$ cat config.mk
export PLATFORM = sky130hd
export DESIGN_NAME = aib_master_sm
export DESIGN_NICKNAME = d
export VERILOG_FILES = /design/src/source/aib_sm_pkg.sv /design/src/source/input_sync_bank.sv /design/src/source/osc_sync_ctrl.sv /design/src/source/rx_cal_seq.sv /design/src/source/tx_cal_seq.sv /design/src/source/aib_master_sm.sv
export SDC_FILE = /design/constraint.sdc
export NUM_CORES = 1
export LEC_CHECK = 0
export BUFFER_PORTS_ARGS = -buffer_cell sky130_fd_sc_hd__buf_2
export CAP_MARGIN = 10
export CORE_MARGIN = 3
export CORE_UTILIZATION = 43
export CTS_CLUSTER_SIZE = 40
export DETAILED_ROUTE_END_ITERATION = 12
export PLACE_DENSITY_LB_ADDON = 0.08
export RECOVER_POWER = 50
export SLEW_MARGIN = 40
export SYNTH_ARGS = -nofsm -noshare
export SYNTH_HDL_FRONTEND = slang
export SYNTH_HIERARCHICAL = 1
export SYNTH_SLANG_ARGS = --single-unit
export TNS_END_PERCENT = 20
$ cat constraint.sdc
create_clock -name osc_clk -period 3.2 [get_ports osc_clk]
set_input_delay 0.64 -clock osc_clk [delete_from_list [all_inputs] [get_ports osc_clk]]
set_output_delay 0.64 -clock osc_clk [all_outputs]
set_load 0.03 [all_outputs]
$ cat src/source/aib_sm_pkg.sv
// AIB master sequencer definitions
package aib_sm_pkg;

    // ====================
    // Synchronizer setup
    // ====================
    localparam int SYNC_STAGES_DEF = 2;
    localparam int SYNC_W          = 11;

    // Bit positions in the synchronized vector
    localparam int SYNC_IDX_CFG_DONE       = 0;
    localparam int SYNC_IDX_SL_OSC_EN      = 1;
    localparam int SYNC_IDX_MS_RX_REQ      = 2;
    localparam int SYNC_IDX_SL_TX_REQ      = 3;
    localparam int SYNC_IDX_SL_TX_DCC_DONE = 4;
    localparam int SYNC_IDX_MS_RX_LOCK     = 5;
    localparam int SYNC_IDX_MS_TX_REQ      = 6;
    localparam int SYNC_IDX_SL_RX_REQ      = 7;
    localparam int SYNC_IDX_MS_TX_DCC_DONE = 8;
    localparam int SYNC_IDX_SL_RX_LOCK     = 9;
    localparam int SYNC_IDX_SL_RX_XFER_EN  = 10;

    // ====================
    // State encodings
    // ====================
    typedef enum logic [1:0] {
        OSC_WAIT_RDY = 2'd0,
        OSC_XFER_EN  = 2'd1,
        OSC_ALIVE    = 2'd2
    } osc_state_t;

    // Remote TX to local RX, order matters for output decode
    typedef enum logic [2:0] {
        RX_WAIT_REQ      = 3'd0,
        RX_WAIT_REMT_DCC = 3'd1,
        RX_LOCK_REQ      = 3'd2,
        RX_LOCKED        = 3'd3,
        RX_XFER_EN       = 3'd4
    } rx_cal_state_t;

    typedef enum logic [2:0] {
        TX_WAIT_REQ       = 3'd0,
        TX_DCC_REQ        = 3'd1,
        TX_WAIT_REMT_LOCK = 3'd2,
        TX_WAIT_REMT_XFER = 3'd3,
        TX_XFER_EN        = 3'd4
    } tx_cal_state_t;

endpackage

$ cat src/source/input_sync_bank.sv
// Level input synchronizer bank
`timescale 1ns/1ns

module input_sync_bank #(
    parameter int SYNC_STAGES = aib_sm_pkg::SYNC_STAGES_DEF,
    parameter int SYNC_W      = aib_sm_pkg::SYNC_W
) (
    input  logic              osc_clk,
    input  logic              ms_reset_n_sync,
    input  logic [SYNC_W-1:0] i_async_vec,
    output logic [SYNC_W-1:0] o_sync_vec
);

    logic [SYNC_W-1:0] stage_q [SYNC_STAGES];  // Stage 0 samples the pins

    always_ff @(posedge osc_clk or negedge ms_reset_n_sync) begin
        if (!ms_reset_n_sync) begin
            for (int i = 0; i < SYNC_STAGES; i++) begin
                stage_q[i] <= '0;
            end
        end else begin
            stage_q[0] <= i_async_vec;
            for (int i = 1; i < SYNC_STAGES; i++) begin
                stage_q[i] <= stage_q[i-1];  // Shift toward output
            end
        end
    end

    assign o_sync_vec = stage_q[SYNC_STAGES-1];

endmodule

$ cat src/source/osc_sync_ctrl.sv
// Oscillator sync control
`timescale 1ns/1ns

module osc_sync_ctrl (
    input  logic osc_clk,
    input  logic ms_reset_n_sync,
    input  logic i_cfg_done,
    input  logic i_sl_osc_en,
    output logic o_osc_transfer_en,
    output logic o_osc_transfer_alive,
    output logic o_link_alive
);

    import aib_sm_pkg::*;

    osc_state_t state_q;
    osc_state_t state_nxt;
    logic       xfer_en_q;
    logic       alive_q;

    // ====================
    // State machine
    // ====================
    always_comb begin
        state_nxt = state_q;
        if (!i_cfg_done) begin
            state_nxt = OSC_WAIT_RDY;  // Config lost
        end else begin
            case (state_q)
                OSC_WAIT_RDY: state_nxt = OSC_XFER_EN;
                OSC_XFER_EN: begin
                    if (i_sl_osc_en) begin
                        state_nxt = OSC_ALIVE;  // Remote echoed enable
                    end
                end
                OSC_ALIVE:    state_nxt = OSC_ALIVE;
                default:      state_nxt = OSC_WAIT_RDY;
            endcase
        end
    end

    always_ff @(posedge osc_clk or negedge ms_reset_n_sync) begin
        if (!ms_reset_n_sync) begin
            state_q   <= OSC_WAIT_RDY;
            xfer_en_q <= 1'b0;
            alive_q   <= 1'b0;
        end else begin
            state_q   <= state_nxt;
            xfer_en_q <= (state_q == OSC_XFER_EN) || (state_q == OSC_ALIVE);
            alive_q   <= (state_q == OSC_ALIVE);
        end
    end

    assign o_osc_transfer_en    = xfer_en_q;
    assign o_osc_transfer_alive = alive_q;
    assign o_link_alive         = alive_q;  // Gates both sequencers

endmodule

$ cat src/source/rx_cal_seq.sv
// Remote TX to local RX calibration
`timescale 1ns/1ns

module rx_cal_seq (
    input  logic osc_clk,
    input  logic ms_reset_n_sync,
    input  logic i_link_alive,
    input  logic i_ms_rx_req,
    input  logic i_sl_tx_req,
    input  logic i_sl_tx_dcc_done,
    input  logic i_ms_rx_lock,
    output logic o_rx_async_rst,
    output logic o_rx_dll_lock_req,
    output logic o_rx_dll_lock,
    output logic o_rx_transfer_en
);

    import aib_sm_pkg::*;

    rx_cal_state_t state_q;
    rx_cal_state_t state_nxt;
    logic          req_ok;

    // Both sides want calibration and the link is up
    assign req_ok = i_link_alive & i_ms_rx_req & i_sl_tx_req;

    // ====================
    // State machine
    // ====================
    always_comb begin
        state_nxt = state_q;
        if (!req_ok) begin
            state_nxt = RX_WAIT_REQ;  // Abort from anywhere
        end else begin
            case (state_q)
                RX_WAIT_REQ:      state_nxt = RX_WAIT_REMT_DCC;
                RX_WAIT_REMT_DCC: begin
                    if (i_sl_tx_dcc_done) begin
                        state_nxt = RX_LOCK_REQ;
                    end
                end
                RX_LOCK_REQ: begin
                    if (i_ms_rx_lock) begin
                        state_nxt = RX_LOCKED;
                    end
                end
                RX_LOCKED:        state_nxt = RX_XFER_EN;  // Single cycle
                RX_XFER_EN:       state_nxt = RX_XFER_EN;
                default:          state_nxt = RX_WAIT_REQ;
            endcase
        end
    end

    always_ff @(posedge osc_clk or negedge ms_reset_n_sync) begin
        if (!ms_reset_n_sync) begin
            state_q <= RX_WAIT_REQ;
        end else begin
            state_q <= state_nxt;
        end
    end

    // ====================
    // Output decode
    // ====================
    always_ff @(posedge osc_clk or negedge ms_reset_n_sync) begin
        if (!ms_reset_n_sync) begin
            o_rx_async_rst    <= 1'b0;
            o_rx_dll_lock_req <= 1'b0;
            o_rx_dll_lock     <= 1'b0;
            o_rx_transfer_en  <= 1'b0;
        end else begin
            o_rx_async_rst    <= (state_q != RX_WAIT_REQ);
            o_rx_dll_lock_req <= (state_q >= RX_LOCK_REQ);
            o_rx_dll_lock     <= (state_q >= RX_LOCKED);
            o_rx_transfer_en  <= (state_q == RX_XFER_EN);
        end
    end

endmodule

$ cat src/source/tx_cal_seq.sv
// Local TX to remote RX calibration
`timescale 1ns/1ns

module tx_cal_seq (
    input  logic osc_clk,
    input  logic ms_reset_n_sync,
    input  logic i_link_alive,
    input  logic i_ms_tx_req,
    input  logic i_sl_rx_req,
    input  logic i_ms_tx_dcc_done,
    input  logic i_sl_rx_lock,
    input  logic i_sl_rx_xfer_en,
    output logic o_tx_async_rst,
    output logic o_tx_dcc_cal_req,
    output logic o_tx_dcc_cal_done,
    output logic o_tx_transfer_en
);

    import aib_sm_pkg::*;

    tx_cal_state_t state_q;
    tx_cal_state_t state_nxt;
    logic          req_ok;

    assign req_ok = i_link_alive & i_ms_tx_req & i_sl_rx_req;

    // ====================
    // State machine
    // ====================
    always_comb begin
        state_nxt = state_q;
        if (!req_ok) begin
            state_nxt = TX_WAIT_REQ;  // Abort from anywhere
        end else begin
            case (state_q)
                TX_WAIT_REQ:       state_nxt = TX_DCC_REQ;
                TX_DCC_REQ: begin
                    if (i_ms_tx_dcc_done) begin
                        state_nxt = TX_WAIT_REMT_LOCK;  // Local DCC finished
                    end
                end
                TX_WAIT_REMT_LOCK: begin
                    if (i_sl_rx_lock) begin
                        state_nxt = TX_WAIT_REMT_XFER;
                    end
                end
                TX_WAIT_REMT_XFER: begin
                    if (i_sl_rx_xfer_en) begin
                        state_nxt = TX_XFER_EN;
                    end
                end
                TX_XFER_EN:        state_nxt = TX_XFER_EN;
                default:           state_nxt = TX_WAIT_REQ;
            endcase
        end
    end

    always_ff @(posedge osc_clk or negedge ms_reset_n_sync) begin
        if (!ms_reset_n_sync) begin
            state_q <= TX_WAIT_REQ;
        end else begin
            state_q <= state_nxt;
        end
    end

    // ====================
    // Output decode
    // ====================
    always_ff @(posedge osc_clk or negedge ms_reset_n_sync) begin
        if (!ms_reset_n_sync) begin
            o_tx_async_rst    <= 1'b0;
            o_tx_dcc_cal_req  <= 1'b0;
            o_tx_dcc_cal_done <= 1'b0;
            o_tx_transfer_en  <= 1'b0;
        end else begin
            o_tx_async_rst    <= (state_q != TX_WAIT_REQ);
            o_tx_dcc_cal_req  <= (state_q >= TX_DCC_REQ);
            o_tx_dcc_cal_done <= (state_q >= TX_WAIT_REMT_LOCK);
            o_tx_transfer_en  <= (state_q == TX_XFER_EN);
        end
    end

endmodule

$ cat src/source/aib_master_sm.sv
// AIB master bring-up sequencer
`timescale 1ns/1ns

module aib_master_sm #(
    parameter int SYNC_STAGES = aib_sm_pkg::SYNC_STAGES_DEF
) (
    input  logic osc_clk,
    input  logic ms_reset_n_sync,
    input  logic i_ms_config_done,
    input  logic i_sl_osc_transfer_en,
    input  logic i_ms_rx_dcc_dll_lock_req,
    input  logic i_sl_tx_dcc_dll_lock_req,
    input  logic i_sl_tx_dcc_cal_done,
    input  logic i_ms_rx_dll_lock,
    input  logic i_ms_tx_dcc_dll_lock_req,
    input  logic i_sl_rx_dcc_dll_lock_req,
    input  logic i_ms_tx_dcc_cal_done,
    input  logic i_sl_rx_dll_lock,
    input  logic i_sl_rx_transfer_en,
    output logic o_ms_osc_transfer_en,
    output logic o_ms_osc_transfer_alive,
    output logic o_ms_rx_async_rst,
    output logic o_ms_rx_dll_lock_req,
    output logic o_ms_rx_dll_lock,
    output logic o_ms_rx_transfer_en,
    output logic o_ms_tx_async_rst,
    output logic o_ms_tx_dcc_cal_req,
    output logic o_ms_tx_dcc_cal_done,
    output logic o_ms_tx_transfer_en
);

    import aib_sm_pkg::*;

    logic [SYNC_W-1:0] async_vec;
    logic [SYNC_W-1:0] sync_vec;
    logic              link_alive;

    // ====================
    // Input crossing
    // ====================
    assign async_vec[SYNC_IDX_CFG_DONE]       = i_ms_config_done;
    assign async_vec[SYNC_IDX_SL_OSC_EN]      = i_sl_osc_transfer_en;
    assign async_vec[SYNC_IDX_MS_RX_REQ]      = i_ms_rx_dcc_dll_lock_req;
    assign async_vec[SYNC_IDX_SL_TX_REQ]      = i_sl_tx_dcc_dll_lock_req;
    assign async_vec[SYNC_IDX_SL_TX_DCC_DONE] = i_sl_tx_dcc_cal_done;
    assign async_vec[SYNC_IDX_MS_RX_LOCK]     = i_ms_rx_dll_lock;
    assign async_vec[SYNC_IDX_MS_TX_REQ]      = i_ms_tx_dcc_dll_lock_req;
    assign async_vec[SYNC_IDX_SL_RX_REQ]      = i_sl_rx_dcc_dll_lock_req;
    assign async_vec[SYNC_IDX_MS_TX_DCC_DONE] = i_ms_tx_dcc_cal_done;
    assign async_vec[SYNC_IDX_SL_RX_LOCK]     = i_sl_rx_dll_lock;
    assign async_vec[SYNC_IDX_SL_RX_XFER_EN]  = i_sl_rx_transfer_en;

    input_sync_bank #(
        .SYNC_STAGES (SYNC_STAGES),
        .SYNC_W      (SYNC_W)
    ) u_sync (
        .osc_clk         (osc_clk),
        .ms_reset_n_sync (ms_reset_n_sync),
        .i_async_vec     (async_vec),
        .o_sync_vec      (sync_vec)
    );

    // ====================
    // Sequencers
    // ====================
    osc_sync_ctrl u_osc (
        .osc_clk              (osc_clk),
        .ms_reset_n_sync      (ms_reset_n_sync),
        .i_cfg_done           (sync_vec[SYNC_IDX_CFG_DONE]),
        .i_sl_osc_en          (sync_vec[SYNC_IDX_SL_OSC_EN]),
        .o_osc_transfer_en    (o_ms_osc_transfer_en),
        .o_osc_transfer_alive (o_ms_osc_transfer_alive),
        .o_link_alive         (link_alive)
    );

    rx_cal_seq u_rx (
        .osc_clk           (osc_clk),
        .ms_reset_n_sync   (ms_reset_n_sync),
        .i_link_alive      (link_alive),
        .i_ms_rx_req       (sync_vec[SYNC_IDX_MS_RX_REQ]),
        .i_sl_tx_req       (sync_vec[SYNC_IDX_SL_TX_REQ]),
        .i_sl_tx_dcc_done  (sync_vec[SYNC_IDX_SL_TX_DCC_DONE]),
        .i_ms_rx_lock      (sync_vec[SYNC_IDX_MS_RX_LOCK]),
        .o_rx_async_rst    (o_ms_rx_async_rst),
        .o_rx_dll_lock_req (o_ms_rx_dll_lock_req),
        .o_rx_dll_lock     (o_ms_rx_dll_lock),
        .o_rx_transfer_en  (o_ms_rx_transfer_en)
    );

    tx_cal_seq u_tx (
        .osc_clk           (osc_clk),
        .ms_reset_n_sync   (ms_reset_n_sync),
        .i_link_alive      (link_alive),
        .i_ms_tx_req       (sync_vec[SYNC_IDX_MS_TX_REQ]),
        .i_sl_rx_req       (sync_vec[SYNC_IDX_SL_RX_REQ]),
        .i_ms_tx_dcc_done  (sync_vec[SYNC_IDX_MS_TX_DCC_DONE]),
        .i_sl_rx_lock      (sync_vec[SYNC_IDX_SL_RX_LOCK]),
        .i_sl_rx_xfer_en   (sync_vec[SYNC_IDX_SL_RX_XFER_EN]),
        .o_tx_async_rst    (o_ms_tx_async_rst),
        .o_tx_dcc_cal_req  (o_ms_tx_dcc_cal_req),
        .o_tx_dcc_cal_done (o_ms_tx_dcc_cal_done),
        .o_tx_transfer_en  (o_ms_tx_transfer_en)
    );

endmodule

* After elaboration in Yosys (flattened, before gate mapping)
Index checks and enable logic that the tools add are counted.
Operators by class: $lt $le $gt $ge 4, $add $sub $neg 0, shifts and indexed selects 0, equal/unequal tests 16, bitwise logic cells 4, reductions and logical operators 9, multiplexer cells 12, multiply operators 0, div/mod/pow operators 0
Operators with widths (count):
- $mux W3 | 7
- $ne A3 B3 Y1 const B | 6
- $pmux W3 S5 | 1
- $eq A3 B2 Y1 const B | 4
- $pmux W3 S4 | 1
- $ge A3 B2 Y1 const B | 3
- $eq A3 B1 Y1 const B | 2
- $eq A3 B3 Y1 const B | 2
- $logic_not A3 Y1 | 2
- $pmux W2 S3 | 1
- $reduce_bool A3 Y1 | 2
- $and A1 B1 Y1 | 4
- $mux W2 | 2
- $ge A3 B1 Y1 const B | 1
- $reduce_and A3 Y1 | 1
- $eq A2 B1 Y1 const B | 1
- $eq A2 B2 Y1 const B | 1
- $logic_not A2 Y1 | 1
- $reduce_and A2 Y1 | 1
- $reduce_or A2 Y1 | 1
- $logic_or A1 B1 Y1 | 1
Word-level totals: memories kept 0, bits in read-only memories 0, memory bits (writable) 0, latch bits 0, output and inout port bits 10, bits of input ports 13, word-level logic and storage cells 60, bits in registers 40

* Logic depth before layout (Yosys ltp)
depth after elaboration 4, gate-level depth with buffers 4, mapped depth without buffers 4

* Hierarchy
Netlist, hierarchy kept.
By module, submodules not included:
- input_sync_bank | seq. area each 550.5 um^2, area an instance 633.1 um^2, cells each 33, times used 1
- rx_cal_seq | seq. area each 175.2 um^2, area an instance 281.5 um^2, cells each 21, times used 1
- tx_cal_seq | seq. area each 175.2 um^2, area an instance 277.8 um^2, cells each 22, times used 1
- osc_sync_ctrl | seq. area each 100.1 um^2, area an instance 201.4 um^2, cells each 17, times used 1

* Least setup slack after synthesis
No wires, ideal clock.
path kind reg2out, from reg u_osc.alive_q (netlist: u_osc/o_link_alive), to out o_ms_osc_transfer_alive, data required time 2.560 ns, setup slack 2.030 ns, stages on the path, launching flop included 2, path buffers 1, arrival 0.530 ns, cells stage by stage dfrtp_1 buf_4
RTL lines:
- start: declaration | line osc_sync_ctrl.sv:19 | logic alive_q;
- start signal: assignment | line osc_sync_ctrl.sv:50 | alive_q <= (state_q == OSC_ALIVE);
- end: declaration | line aib_master_sm.sv:21 | output logic o_ms_osc_transfer_alive,
No word-level cell between the ends.

* Final worst setup path
from reg u_osc.alive_q (netlist: u_osc/o_link_alive), to out o_ms_osc_transfer_alive
No word-level cell between the ends.

==> run metrics <==
CTS tree yes; Fin. Hold Viols 0; Power Density 631 nW/um^2; Rel. slew slack a little under 70%; CP arrival 0.94 ns; FFs w/ async S/R, synth 100%; met1 WL 739 um; RePlAce Congestion 0.754; DR iter-0 viols 6; number of global-route vias before repair 657; fin area ~1500 sq um; worst slack, placed 1.84 ns; top cells by area, synth dfrtp_1 72%, buf_4 6.5%, ha_1 2.7%; Final min period 1.58 ns; Placed Instance Area about 1500 sq um; Reg2Reg Depth 1; antenna cell count 0; largest net degree at the start of global routing 41; reg-to-reg critical path startpoint u_tx/state_q[1]; FILL cells 281; Distinct cells, synth 25; worst path cell trace buf_2; Setup crit end kind output port; Clock Path Buffers 2; P_leak 0.000778 uW; Ports 23; Mapped Area 1390 sq um; Worst Clk Skew 0.0103 ns; share of layout cells above drive strength 1 37.3%; CP top delay family flip-flops; R2R Setup Slk roughly 2.1 ns; Skew-Pair Late Insertion Delay 0.34 ns; WL met3 156 um; # Max-Cap Violations 0; grt ovf 0; CP Max Fanout 3; most frequent cells after synthesis 40 x dfrtp_1, 12 x buf_4, 6 x nand2_1, 4 x nor2b_1; Area growth syn-to-layout 10.2%; initial antenna violation count 0; outcome finished clean; WS Path Type flop to output port; Worst-Margin Slew 0.468 ns; clock-pin slew on the worst setup and hold paths 0.11 ns; Simple-Gate Fraction of Synth Area 12.6%; CTS resizes 0; HP Class input pin to async pin; setup ws final 1.62 ns; cell taking the most area after synthesis dfrtp_1; Port Buffers 22; nets 126; final antenna-violating net count 0; Die X 62.9 um; largest family of logic cells by synthesized area simple AND/OR/NAND/NOR gates; chip height 62.9 um; Num Clock Sinks 40; Hold Slack 0.246 ns; Worst path slowest cell dfrtp_1; delay of the slowest cell on the worst path 0.39 ns; CTS H-tree depth 2; met2 wire length ~670 um; DR vias 667; Compound-Gate Fraction of Synth Area around 3.8%; Post-CTS Hold Buffers 0; Via density 4.33; sequential fraction of the synthesis area just over 70%; global-route wire length before repair between 2000 and 3000 um; Site Rows 20; DRT Pass-1 Iters 2; Synth Flop Type dfrtp_1; Detailed Place HPWL 1060 um; XOR/XNOR Fraction of Synth Area 0%; most frequent cell after synthesis dfrtp_1; final setup vio count 0; Post-synth EDFFs 0; Synth Register Bits 40; routed wire length 1620 um; Core ar. 3080 sq um; fin crit share 49.5%; Top Layer Used met4; share of the synthesized area in the top cell type a little under three quarters; die area 3960 sq um; Post-Synth Adder-Cell Area about 2.7%; number of buffers and inverters on the critical path 1; GRT Total Usage 9.95%; max frequency 631 MHz; FF-to-FF End u_tx/o_tx_async_rst; Post-Syn Area per Cell 15.0 sq um; Initial Util 45.3%; Critical Path Start Type flop; RSZ-0062 raised after global routing false; wire per inst ~10 um; mux contribution to synthesized area under 10%; yosys warns 6; post-CTS setup buffer count 0; setup tns final 0 ns; syn_nets roughly 110; fin. max-slew vios 0; total CTS buffers 5; Peak VDD IR around 270 uV; critical path data required time 2.56 ns; Residual DRC 0; root buffer cell clkbuf_4; Mapped Cells 93
how the worst max path moves through the flow:
stage / from / end / cells after the start
floorplan: u_osc/o_link_alive / o_ms_osc_transfer_alive / 1
global placement: ms_reset_n_sync / u_sync/stage_q[11] / 1
detailed placement: ms_reset_n_sync / u_sync/stage_q[12] / 1
CTS: u_osc/o_link_alive / o_ms_osc_transfer_alive / 1
global route: u_osc/o_link_alive / o_ms_osc_transfer_alive / 1
finish: u_osc/o_link_alive / o_ms_osc_transfer_alive / 1
where the power goes:
| group | leakage, uW | internal [uW] | switching [uW] |
|---|---|---|---|
| clock | 0.0000374 | 125 | 142 |
| combinational | 0.000237 | 51.0 | 80.6 |
| sequential | 0.000503 | 548 | 22.9 |
| total | 0.000778 | 723 | 246 |
cells in the final DEF, fill, tap and decap left out, types with 2 or more instances in the layout:
master and instances:
clkbuf_8 2, mux2i_1 3, nor2b_1 4, or2_2 2, dfrtp_1 40, or3_2 2
ha_1 3, inv_1 2, clkbuf_4 5, nand2_1 6, nand3_1 2, nor3b_2 3
buf_2 21
kinds of logic after synthesis:
logic type,after synthesis
compound gates,7
fa+ha+maj,3
buf+inv,14
flops,40
mux,3
simple gates,26
layout make-up:
class	instances	area (sq um)	share of cell area, %
flip-flops and latches	40	1000	65.1
well taps	44	55.1	3.58
inverters	2	7.51	0.489
multi-input cells	39	295	19.2
repair buffers	22	113	7.33
clock buffers	7	65.1	4.23
through the flow:
step           total power [uW]  utilization [%]  std cells
2_1_floorplan               682                -         93
3_3_place_gp                710             47.7        147
3_5_place_dp                716             47.7        147
4_1_cts                     987             49.8        154
5_1_grt                    1030             49.9        154
6_report                    969             49.9        154
sequential cells by signal, summed over array words and instances, names as in the netlist:
name and flops:
u_rx/o_rx_dll_lock_req 1, u_sync/o_sync_vec 11, u_osc/o_osc_transfer_en 1, u_osc/o_link_alive 1, u_tx/state_q 3, u_tx/o_tx_async_rst 1
u_rx/state_q 3, u_rx/o_rx_async_rst 1, u_rx/o_rx_dll_lock 1, u_sync/stage_q 11, u_rx/o_rx_transfer_en 1, u_tx/o_tx_dcc_cal_req 1
u_osc/state_q 2, u_tx/o_tx_transfer_en 1, u_tx/o_tx_dcc_cal_done 1
routing by layer:
metal,vias up,global-route usage [%]
met5,-,0
met4,0,6.61
met3,6,5.76
met2,24,14.1
met1,309,11.3
li1,328,-
(Power assumes the default switching activity.)
